--- src/hw/cache_consts.svh ---
`ifndef CACHE_CONSTS_SVH
`define CACHE_CONSTS_SVH

// Data widths
`define CACHE_WORD_W      16
`define CACHE_ADDR_W      16

// Line geometry, four words per line
`define CACHE_LINE_WORDS  4
`define CACHE_LINE_W      64

// Word address split into tag, index and offset
// Offset is bits 1..0, index is bit 2, tag is bits 15..3
`define CACHE_OFF_W       2
`define CACHE_IDX_W       1
`define CACHE_TAG_W       13

// External memory response delay in cycles
`define MEM_LATENCY       3

`endif

--- src/hw/mem_bus_pkg.sv ---
`default_nettype none
`include "cache_consts.svh"

package mem_bus_pkg;

    typedef enum logic {
        MEM_READ  = 1'b0,
        MEM_WRITE = 1'b1
    } mem_op_e;

    // Word accesses only come from write misses
    typedef enum logic {
        MEM_SIZE_WORD = 1'b0,
        MEM_SIZE_LINE = 1'b1
    } mem_size_e;

    // Held by the requester until the ready pulse
    typedef struct packed {
        logic                      valid;
        mem_op_e                   op;
        mem_size_e                 size;
        logic [`CACHE_ADDR_W-1:0]  addr;
        logic [`CACHE_LINE_W-1:0]  wdata;
    } mem_req_t;

    typedef struct packed {
        logic                      ready;
        logic [`CACHE_LINE_W-1:0]  rdata;
    } mem_rsp_t;

    // Write address seen by the other cache
    typedef struct packed {
        logic                      valid;
        logic [`CACHE_ADDR_W-1:0]  addr;
    } snoop_t;

endpackage

`default_nettype wire

--- src/hw/cache_pkg.sv ---
`default_nettype none
`include "cache_consts.svh"

package cache_pkg;

    typedef enum logic {
        CPU_READ  = 1'b0,
        CPU_WRITE = 1'b1
    } cpu_op_e;

    typedef struct packed {
        logic                      valid;
        cpu_op_e                   op;
        logic [`CACHE_ADDR_W-1:0]  addr;
        logic [`CACHE_WORD_W-1:0]  wdata;
    } cpu_req_t;

    typedef struct packed {
        logic                      valid;
        logic [`CACHE_WORD_W-1:0]  rdata;
    } cpu_rsp_t;

    // POST states mean a line write is still outstanding on the memory bus
    typedef enum logic [2:0] {
        ST_IDLE        = 3'd0,
        ST_LOOKUP      = 3'd1,
        ST_MEM_RD      = 3'd2,
        ST_MEM_WR      = 3'd3,
        ST_POST_WR     = 3'd4,
        ST_POST_LOOKUP = 3'd5
    } cache_state_e;

endpackage

`default_nettype wire

--- src/hw/cache_ctrl.sv ---
`timescale 1ns/1ps
`default_nettype none
`include "cache_consts.svh"

module cache_ctrl
    import mem_bus_pkg::*;
    import cache_pkg::*;
(
    input  wire logic      clk,
    input  wire logic      reset_n,
    input  wire cpu_req_t  i_cpu_req,
    output logic           o_cpu_ready,
    output cpu_rsp_t       o_cpu_rsp,
    output mem_req_t       o_mem_req,
    input  wire mem_rsp_t  i_mem_rsp,
    input  wire snoop_t    i_snoop
);

    localparam int WAYS = 2;
    localparam int SETS = 1 << `CACHE_IDX_W;

    cache_state_e state_q;
    cache_state_e state_d;
    cpu_req_t     req_q;

    // Tag, valid, LRU and data arrays
    logic [WAYS-1:0]           valid_q [SETS];
    logic                      lru_q   [SETS];
    logic [`CACHE_TAG_W-1:0]   tag_q   [SETS][WAYS];
    logic [`CACHE_LINE_W-1:0]  data_q  [SETS][WAYS];

    // Memory request and processor response registers
    logic                      mem_valid_q;
    mem_op_e                   mem_op_q;
    mem_size_e                 mem_size_q;
    logic [`CACHE_ADDR_W-1:0]  mem_addr_q;
    logic [`CACHE_LINE_W-1:0]  mem_wdata_q;
    logic                      rsp_valid_q;
    logic [`CACHE_WORD_W-1:0]  rsp_data_q;

    logic [`CACHE_OFF_W-1:0]   req_off;
    logic [`CACHE_IDX_W-1:0]   req_idx;
    logic [`CACHE_TAG_W-1:0]   req_tag;
    logic [`CACHE_ADDR_W-1:0]  line_addr;
    logic [`CACHE_IDX_W-1:0]   snp_idx;
    logic [`CACHE_TAG_W-1:0]   snp_tag;

    logic [WAYS-1:0]           hit_way;
    logic                      hit;
    logic                      hit_sel;
    logic                      victim;
    logic [`CACHE_LINE_W-1:0]  hit_line;
    logic [`CACHE_WORD_W-1:0]  hit_word;
    logic [`CACHE_LINE_W-1:0]  merged_line;

    logic accept;
    logic mem_done;
    logic serve_rd;
    logic start_rd;
    logic start_line_wr;
    logic start_word_wr;
    logic fill;

    assign req_off   = req_q.addr[`CACHE_OFF_W-1:0];
    assign req_idx   = req_q.addr[`CACHE_OFF_W +: `CACHE_IDX_W];
    assign req_tag   = req_q.addr[`CACHE_ADDR_W-1 -: `CACHE_TAG_W];
    assign line_addr = {req_q.addr[`CACHE_ADDR_W-1:`CACHE_OFF_W], {`CACHE_OFF_W{1'b0}}};
    assign snp_idx   = i_snoop.addr[`CACHE_OFF_W +: `CACHE_IDX_W];
    assign snp_tag   = i_snoop.addr[`CACHE_ADDR_W-1 -: `CACHE_TAG_W];

    assign o_cpu_ready = (state_q == ST_IDLE) || (state_q == ST_POST_WR);
    assign accept      = i_cpu_req.valid && o_cpu_ready;
    assign mem_done    = mem_valid_q && i_mem_rsp.ready;

    assign o_mem_req = '{valid: mem_valid_q, op: mem_op_q, size: mem_size_q,
                         addr: mem_addr_q, wdata: mem_wdata_q};
    assign o_cpu_rsp = '{valid: rsp_valid_q, rdata: rsp_data_q};

    // Tag compare for both ways of the addressed set
    always_comb begin
        for (int w = 0; w < WAYS; w++) begin
            hit_way[w] = valid_q[req_idx][w] && (tag_q[req_idx][w] == req_tag);
        end
    end

    assign hit      = |hit_way;
    assign hit_sel  = hit_way[1];
    assign hit_line = data_q[req_idx][hit_sel];
    assign hit_word = hit_line[req_off*`CACHE_WORD_W +: `CACHE_WORD_W];

    // Invalid way first, otherwise the LRU way
    assign victim = !valid_q[req_idx][0] ? 1'b0 :
                    !valid_q[req_idx][1] ? 1'b1 : lru_q[req_idx];

    always_comb begin
        merged_line = hit_line;
        merged_line[req_off*`CACHE_WORD_W +: `CACHE_WORD_W] = req_q.wdata;
    end

    always_comb begin
        state_d       = state_q;
        serve_rd      = 1'b0;
        start_rd      = 1'b0;
        start_line_wr = 1'b0;
        start_word_wr = 1'b0;
        fill          = 1'b0;
        case (state_q)
            ST_IDLE: begin
                if (accept) begin
                    state_d = ST_LOOKUP;
                end
            end
            ST_POST_WR: begin
                if (accept) begin
                    state_d = mem_done ? ST_LOOKUP : ST_POST_LOOKUP;
                end else if (mem_done) begin
                    state_d = ST_IDLE;
                end
            end
            ST_LOOKUP: begin
                if (req_q.op == CPU_READ) begin
                    if (hit) begin
                        serve_rd = 1'b1;
                        state_d  = ST_IDLE;
                    end else begin
                        start_rd = 1'b1;
                        state_d  = ST_MEM_RD;
                    end
                end else if (hit) begin
                    start_line_wr = 1'b1;
                    state_d       = ST_POST_WR;
                end else begin
                    start_word_wr = 1'b1;
                    state_d       = ST_MEM_WR;
                end
            end
            ST_POST_LOOKUP: begin
                // Only a read hit may pass the posted write
                if (req_q.op == CPU_READ && hit) begin
                    serve_rd = 1'b1;
                    state_d  = mem_done ? ST_IDLE : ST_POST_WR;
                end else if (mem_done) begin
                    state_d = ST_LOOKUP;
                end
            end
            ST_MEM_RD: begin
                if (mem_done) begin
                    fill    = 1'b1;
                    state_d = ST_IDLE;
                end
            end
            ST_MEM_WR: begin
                if (mem_done) begin
                    state_d = ST_IDLE;
                end
            end
            default: state_d = ST_IDLE;
        endcase
    end

    always_ff @(posedge clk) begin
        if (!reset_n) begin
            state_q     <= ST_IDLE;
            mem_valid_q <= 1'b0;
            rsp_valid_q <= 1'b0;
            for (int s = 0; s < SETS; s++) begin
                valid_q[s] <= '0;
                lru_q[s]   <= 1'b0;
            end
        end else begin
            state_q     <= state_d;
            rsp_valid_q <= serve_rd || fill;
            if (start_rd || start_line_wr || start_word_wr) begin
                mem_valid_q <= 1'b1;
            end else if (mem_done) begin
                mem_valid_q <= 1'b0;
            end
            // LRU points at the way not used last
            if (serve_rd || start_line_wr) begin
                lru_q[req_idx] <= ~hit_sel;
            end
            if (fill) begin
                valid_q[req_idx][victim] <= 1'b1;
                lru_q[req_idx]           <= ~victim;
            end
            // Snoop invalidate comes last so it wins over a fill
            if (i_snoop.valid) begin
                for (int w = 0; w < WAYS; w++) begin
                    if (tag_q[snp_idx][w] == snp_tag) begin
                        valid_q[snp_idx][w] <= 1'b0;
                    end
                end
            end
        end
    end

    always_ff @(posedge clk) begin
        if (accept) begin
            req_q <= i_cpu_req;
        end
        if (serve_rd) begin
            rsp_data_q <= hit_word;
        end
        if (fill) begin
            rsp_data_q              <= i_mem_rsp.rdata[req_off*`CACHE_WORD_W +: `CACHE_WORD_W];
            tag_q[req_idx][victim]  <= req_tag;
            data_q[req_idx][victim] <= i_mem_rsp.rdata;
        end
        if (start_rd) begin
            mem_op_q   <= MEM_READ;
            mem_size_q <= MEM_SIZE_LINE;
            mem_addr_q <= line_addr;
        end
        // Write hit updates the line and sends all of it
        if (start_line_wr) begin
            data_q[req_idx][hit_sel] <= merged_line;
            mem_op_q                 <= MEM_WRITE;
            mem_size_q               <= MEM_SIZE_LINE;
            mem_addr_q               <= line_addr;
            mem_wdata_q              <= merged_line;
        end
        // Write miss, no allocate, word in the low bits
        if (start_word_wr) begin
            mem_op_q    <= MEM_WRITE;
            mem_size_q  <= MEM_SIZE_WORD;
            mem_addr_q  <= req_q.addr;
            mem_wdata_q <= {{(`CACHE_LINE_W-`CACHE_WORD_W){1'b0}}, req_q.wdata};
        end
    end

endmodule

`default_nettype wire

--- src/hw/mem_arbiter.sv ---
`timescale 1ns/1ps
`default_nettype none
`include "cache_consts.svh"

module mem_arbiter
    import mem_bus_pkg::*;
(
    input  wire logic      clk,
    input  wire logic      reset_n,
    input  wire mem_req_t  i_req_0,
    input  wire mem_req_t  i_req_1,
    output mem_rsp_t       o_rsp_0,
    output mem_rsp_t       o_rsp_1,
    output snoop_t         o_snoop_0,
    output snoop_t         o_snoop_1,
    output mem_req_t       o_mem_req,
    input  wire mem_rsp_t  i_mem_rsp
);

    // While busy, last_q is also the granted port
    logic     busy_q;
    logic     last_q;
    logic     snoop_valid_q;
    logic     any_req;
    logic     pick;
    mem_op_e  pick_op;
    mem_req_t sel_req;

    assign any_req = i_req_0.valid || i_req_1.valid;

    // Round robin on contention, otherwise whoever asks
    always_comb begin
        if (i_req_0.valid && i_req_1.valid) begin
            pick = ~last_q;
        end else begin
            pick = i_req_1.valid;
        end
    end

    assign pick_op = pick ? i_req_1.op : i_req_0.op;
    assign sel_req = last_q ? i_req_1 : i_req_0;

    always_ff @(posedge clk) begin
        if (!reset_n) begin
            busy_q        <= 1'b0;
            last_q        <= 1'b1;
            snoop_valid_q <= 1'b0;
        end else begin
            snoop_valid_q <= 1'b0;
            if (!busy_q && any_req) begin
                busy_q        <= 1'b1;
                last_q        <= pick;
                snoop_valid_q <= (pick_op == MEM_WRITE);
            end else if (busy_q && i_mem_rsp.ready) begin
                busy_q <= 1'b0;
            end
        end
    end

    // Granted request goes straight through, the cache holds it stable
    always_comb begin
        o_mem_req       = sel_req;
        o_mem_req.valid = busy_q;
    end

    // Ready pulse only to the granted cache
    always_comb begin
        o_rsp_0       = i_mem_rsp;
        o_rsp_1       = i_mem_rsp;
        o_rsp_0.ready = i_mem_rsp.ready && busy_q && !last_q;
        o_rsp_1.ready = i_mem_rsp.ready && busy_q && last_q;
    end

    // Snoop the cache that did not issue the write
    assign o_snoop_0 = '{valid: snoop_valid_q && last_q, addr: sel_req.addr};
    assign o_snoop_1 = '{valid: snoop_valid_q && !last_q, addr: sel_req.addr};

endmodule

`default_nettype wire

--- src/hw/cache_top.sv ---
`timescale 1ns/1ps
`default_nettype none
`include "cache_consts.svh"

module cache_top
    import mem_bus_pkg::*;
    import cache_pkg::*;
(
    input  wire logic      clk,
    input  wire logic      reset_n,
    input  wire cpu_req_t  i_cpu_req_0,
    input  wire cpu_req_t  i_cpu_req_1,
    output logic           o_cpu_ready_0,
    output logic           o_cpu_ready_1,
    output cpu_rsp_t       o_cpu_rsp_0,
    output cpu_rsp_t       o_cpu_rsp_1,
    output mem_req_t       o_mem_req,
    input  wire mem_rsp_t  i_mem_rsp
);

    // Cache to arbiter traffic
    mem_req_t mem_req_0;
    mem_req_t mem_req_1;
    mem_rsp_t mem_rsp_0;
    mem_rsp_t mem_rsp_1;
    snoop_t   snoop_0;
    snoop_t   snoop_1;

    // Load/store port 0
    cache_ctrl u_cache_0 (
        .clk         (clk),
        .reset_n     (reset_n),
        .i_cpu_req   (i_cpu_req_0),
        .o_cpu_ready (o_cpu_ready_0),
        .o_cpu_rsp   (o_cpu_rsp_0),
        .o_mem_req   (mem_req_0),
        .i_mem_rsp   (mem_rsp_0),
        .i_snoop     (snoop_0)
    );

    // Load/store port 1
    cache_ctrl u_cache_1 (
        .clk         (clk),
        .reset_n     (reset_n),
        .i_cpu_req   (i_cpu_req_1),
        .o_cpu_ready (o_cpu_ready_1),
        .o_cpu_rsp   (o_cpu_rsp_1),
        .o_mem_req   (mem_req_1),
        .i_mem_rsp   (mem_rsp_1),
        .i_snoop     (snoop_1)
    );

    mem_arbiter u_mem_arbiter (
        .clk       (clk),
        .reset_n   (reset_n),
        .i_req_0   (mem_req_0),
        .i_req_1   (mem_req_1),
        .o_rsp_0   (mem_rsp_0),
        .o_rsp_1   (mem_rsp_1),
        .o_snoop_0 (snoop_0),
        .o_snoop_1 (snoop_1),
        .o_mem_req (o_mem_req),
        .i_mem_rsp (i_mem_rsp)
    );

endmodule

`default_nettype wire

--- config.mk ---
export PLATFORM = sky130hd
export DESIGN_NAME = cache_top
export DESIGN_NICKNAME = d
export VERILOG_FILES = /design/src/hw/mem_bus_pkg.sv /design/src/hw/cache_pkg.sv /design/src/hw/cache_ctrl.sv /design/src/hw/mem_arbiter.sv /design/src/hw/cache_top.sv
export VERILOG_INCLUDE_DIRS = /design/src /design/src/hw
export SDC_FILE = /design/constraint.sdc
export NUM_CORES = 2
export LEC_CHECK = 0
export ABC_AREA = 1
export BUFFER_PORTS_ARGS = -buffer_cell sky130_fd_sc_hd__buf_2
export CORE_MARGIN = 10
export CORE_UTILIZATION = 50
export DETAILED_ROUTE_END_ITERATION = 8
export PLACE_DENSITY = 0.7
export SYNTH_ARGS = -nofsm -noshare
export SYNTH_HDL_FRONTEND = slang
export SYNTH_SLANG_ARGS = --single-unit
--- constraint.sdc ---
create_clock -name clk -period 5.7 [get_ports clk]
set_input_delay 0.57 -clock clk [delete_from_list [all_inputs] [get_ports clk]]
set_output_delay 0.57 -clock clk [all_outputs]
set_load 0.01 [all_outputs]
==> report_table.html <==
<table>
<tr><th>Metric</th><th>Value</th></tr>
<tr><th colspan="2">Run status</th></tr>
<tr><td>Status</td><td>finished, final reports clean</td></tr>
<tr><th colspan="2">Worst setup path</th></tr>
<tr><td>Startpoint types</td><td>register</td></tr>
<tr><td>Largest fanout on the critical path</td><td>between 70 and 80</td></tr>
<tr><td>Critical path class</td><td>reg2reg</td></tr>
<tr><td>Data arrival time of the critical path</td><td>4.44 ns</td></tr>
<tr><td>Highest cell delay on the worst timing path</td><td>0.69 ns</td></tr>
<tr><td>Cell with the biggest individual delay on the critical path</td><td>buf_4</td></tr>
<tr><td>Capturing element type of the critical path</td><td>register</td></tr>
<tr><td>Slack of the worst reg-to-reg path</td><td>1.62 ns</td></tr>
<tr><td>Required time of the critical path</td><td>6.06 ns</td></tr>
<tr><td>Critical-path cell list</td><td>inv_4 -&gt; buf_4 -&gt; nand2_1 -&gt; nand2_1 -&gt; nand2_1 -&gt; nor2_1 -&gt; nand2_1 -&gt; nor2_1 -&gt; nand2_1 -&gt; nand2_1 -&gt; nand2_2 -&gt; inv_2 -&gt; nand2_4 -&gt; buf_4 -&gt; buf_4 -&gt; o21ai_0</td></tr>
<tr><td>Cell seen most often among critical-path stages</td><td>nand2_1</td></tr>
<tr><td>Cell family with most CP delay</td><td>buffers and inverters</td></tr>
<tr><td>Count of buffering cells on the critical path with inverters included</td><td>5</td></tr>
<tr><th colspan="2">Drt</th></tr>
<tr><td>Residual DRC count</td><td>0</td></tr>
<tr><td>Router iterations before antenna repair</td><td>6</td></tr>
<tr><td>Total Routed Length</td><td>154 mm</td></tr>
<tr><td>Antenna-violating nets left</td><td>0</td></tr>
<tr><td>First DRT Iteration DRCs</td><td>5747</td></tr>
<tr><td>Routed wire length per instance</td><td>24.1 µm</td></tr>
<tr><td>Via-to-Cell Ratio</td><td>5.82</td></tr>
<tr><td>Total number of vias</td><td>37120</td></tr>
<tr><th colspan="2">GRT</th></tr>
<tr><td>Number of antenna violations at the first check in global routing</td><td>15</td></tr>
<tr><td>Global Route Usage Sum</td><td>29.9%</td></tr>
<tr><td>Pin count of the biggest net entering global routing</td><td>130</td></tr>
<tr><td>Total congestion overflow</td><td>0</td></tr>
<tr><td>Wire length of the first global-routing pass</td><td>between 200 and 250 mm</td></tr>
<tr><td>Number of global-route vias before repair</td><td>~34000</td></tr>
<tr><th colspan="2">Clocking</th></tr>
<tr><td>H-tree Lvls</td><td>3</td></tr>
<tr><td># Post-CTS Setup Buffers</td><td>0</td></tr>
<tr><td>Clock sinks</td><td>905</td></tr>
<tr><td>Source-to-sink clock delay at the later pin of the worst-skew pair</td><td>about 0.68 ns</td></tr>
<tr><td>Maximum count of clock buffers along a single path</td><td>3</td></tr>
<tr><td>Clock tree from TritonCTS</td><td>yes</td></tr>
<tr><td>Number of buffers added by the clock tree synthesis step</td><td>95</td></tr>
<tr><td>Clock transition at the registers of the reported paths</td><td>about 0.060 ns</td></tr>
<tr><td>Root Buffer</td><td>clkbuf_16</td></tr>
<tr><td>Hold buffers post-CTS</td><td>0</td></tr>
<tr><td>Number of gates resized after CTS</td><td>0</td></tr>
<tr><th colspan="2">Logic synthesis</th></tr>
<tr><td>Number of instances in the synthesized netlist</td><td>4984</td></tr>
<tr><td>Average size of a mapped cell</td><td>between 8 and 9 µm²</td></tr>
<tr><td>Synth Net Count</td><td>5129</td></tr>
<tr><td>Proportion of synthesized chip area in sequential cells</td><td>58.9%</td></tr>
<tr><td>Synth warn</td><td>0</td></tr>
<tr><td>Share of the synthesized area in the top cell type</td><td>approximately 54%</td></tr>
<tr><td>Async SR Flop Fraction</td><td>0%</td></tr>
<tr><td>Cell taking the most area after synthesis</td><td>edfxtp_1</td></tr>
<tr><td>Most instantiated library cell after synthesis</td><td>nand2_1</td></tr>
<tr><td>Number of storage elements in the synthesis netlist</td><td>905</td></tr>
<tr><td>Count of flip-flops with a built-in enable after synthesis</td><td>786</td></tr>
<tr><td>Area of the mapped netlist</td><td>approximately 44000 µm²</td></tr>
<tr><td>Cells taking the most area after synthesis</td><td>edfxtp_1, nand2_1, o21ai_0, dfxtp_1, inv_1</td></tr>
<tr><td>Most used flip-flop cell after synthesis</td><td>edfxtp_1</td></tr>
<tr><td>Unique cell type count in the Yosys netlist</td><td>39</td></tr>
<tr><td>Commonest cells in the netlist</td><td>nand2_1, edfxtp_1, o21ai_0</td></tr>
<tr><th colspan="2">STA</th></tr>
<tr><td>F_max</td><td>0.245 GHz</td></tr>
<tr><td>Hold_ws</td><td>roughly 0.066 ns</td></tr>
<tr><td>Worst slew margin</td><td>17.6%</td></tr>
<tr><td>Final hold viol count</td><td>0</td></tr>
<tr><td>Final min period</td><td>4.08 ns</td></tr>
<tr><td>Final setup violation count</td><td>0</td></tr>
<tr><td>Slew at the pin closest to its max-slew limit</td><td>about 1.2 ns</td></tr>
<tr><td>Worst clock skew on the final layout</td><td>~0.025 ns</td></tr>
<tr><td>Final worst path period share</td><td>71.5%</td></tr>
<tr><td>RSZ-0062 raised after global routing</td><td>false</td></tr>
<tr><td>Final count of pins violating max slew</td><td>0</td></tr>
<tr><th colspan="2">Floorplanning</th></tr>
<tr><td>CORE AREA</td><td>slightly below 90000 µm²</td></tr>
<tr><td>Die Ht</td><td>317 µm</td></tr>
<tr><td>Die outline area</td><td>100000 µm²</td></tr>
<tr><td>IO Pins</td><td>254</td></tr>
<tr><td>Starting density of the core</td><td>about half</td></tr>
<tr><td>Row Count</td><td>108</td></tr>
<tr><td>Width of the die</td><td>317 µm</td></tr>
<tr><th colspan="2">Power and ir drop</th></tr>
<tr><td>IR Drop Worst-Case VDD</td><td>slightly above 0.3 mV</td></tr>
<tr><td>Static power due to leakage</td><td>roughly 21 nW</td></tr>
<tr><td>Pwr/cell area</td><td>around 340 nW/µm²</td></tr>
<tr><th colspan="2">Finish</th></tr>
<tr><td>Area delta synth-&gt;final</td><td>12.8%</td></tr>
<tr><td>Nets</td><td>5278</td></tr>
<tr><td>Share of final-layout standard cells stronger than drive strength 1</td><td>10.3%</td></tr>
<tr><td>Layout Cell Area excl Fill</td><td>49700 µm²</td></tr>
<tr><th colspan="2">Min path</th></tr>
<tr><td>Hold Path Class</td><td>in2reg</td></tr>
<tr><th colspan="2">Place</th></tr>
<tr><td>Instance area after placement</td><td>around 46000 µm²</td></tr>
<tr><td>Final HPWL DP</td><td>105 mm</td></tr>
<tr><td>Final weighted congestion in routability-driven placement</td><td>a little under 1</td></tr>
<tr><td>Port Buffers</td><td>253</td></tr>
<tr><th colspan="2">Flow run</th></tr>
<tr><td>Max_cap viols</td><td>0</td></tr>
</table>
## worst paths after layout
path	from	endpoint	depth (start not counted)
setup reg to reg	register	u_cache_1.data_q[0][120]	16
hold / removal	i_cpu_req_1[1]	u_cache_1.req_q[1]	1
setup / recovery	register	u_cache_1.data_q[0][120]	16
hold reg to reg	u_cache_1.mem_wdata_q[35]	u_cache_1.mem_wdata_q[35]	2
## sequential cells by signal, indices dropped and copies added, names as in the netlist, 17 cells and up, named ones only
register               count
u_cache_0.data_q         256
u_cache_1.data_q         256
u_cache_0.mem_wdata_q     64
u_cache_1.mem_wdata_q     64
u_cache_0.tag_q           52
u_cache_1.tag_q           52
u_cache_0.req_q           17
u_cache_1.req_q           17
## area by class of cell
type	instances	area (µm²)
timing repair buffer	316	1880
sequential	905	26000
fill	7595	37400
tap	1155	1450
clock inverter	48	517
antenna	8	20.0
inverter	340	1280
clock buffer	129	2750
multi-input combinational	3475	15800
## worst reg2reg max path, delay by kind of cell (launching register included)
kind / cells / cell delay [ns]
AO/OA/AOI/OAI: 1 / 0.33
buffers and inverters: 5 / 1.91
flip-flops: 1 / 0.62
AND/OR/NAND/NOR: 10 / 0.92
## report_power, final
part | internal (mW) | leakage, nW | switching [mW]
clock network | 3.76 | 1.61 | 2.72
registers | 7.39 | 8.09 | 0.174
logic | 0.795 | 11.6 | 2.18
## layer usage
metal	global-route usage (%)	routed length, µm
met1	39.0	57600
met2	45.5	67200
met3	7.06	18800
met4	16.7	10000
met5	0	69
## cells by family (layout without fill, tap and decap cells)
family | count (synthesis) | in the layout | synth area share [%]
simple gates | 2380 | 2380 | 20.9
compound gates | 959 | 959 | 11.5
flops | 905 | 905 | 58.9
buf+inv | 604 | 833 | 5.50
mux | 109 | 109 | 2.47
xor+xnor | 17 | 17 | 0.338
fa+ha+maj | 10 | 10 | 0.284
other cells | 0 | 8 | 0
## through the flow
stage | util (%) | setup slack (ns) | total power, mW | setup TNS, ns | cells
global route | 57.0 | 1.30 | 17.5 | 0 | 6368
detailed placement | 53.3 | 1.70 | 10.6 | 0 | 6191
finish | 57.0 | 1.62 | 17.0 | 0 | 6376
floorplan | - | -0.332 | 9.44 | -42.45 | 4984
global placement | 53.3 | 1.76 | 10.5 | 0 | 6191
CTS | 57.0 | 1.65 | 16.9 | 0 | 6368
## cells in the final DEF (no fill, tap or decap), types with 23 or more instances in the layout
master     netlist  routed
o21ai_1        156     156
nor2_1         204     199
clkinv_2         0      27
nand2_1       2005    2001
dfxtp_1        119     116
mux2i_1        109     109
o21ai_0        647     647
buf_4            9      52
inv_1          318     316
clkbuf_16        0     100
buf_2           52     253
nand3_1         96      96
o21bai_1        64      64
nand4_1         23      23
edfxtp_1       786     786
a21oi_1         34      26
(Power assumes the default switching activity.)
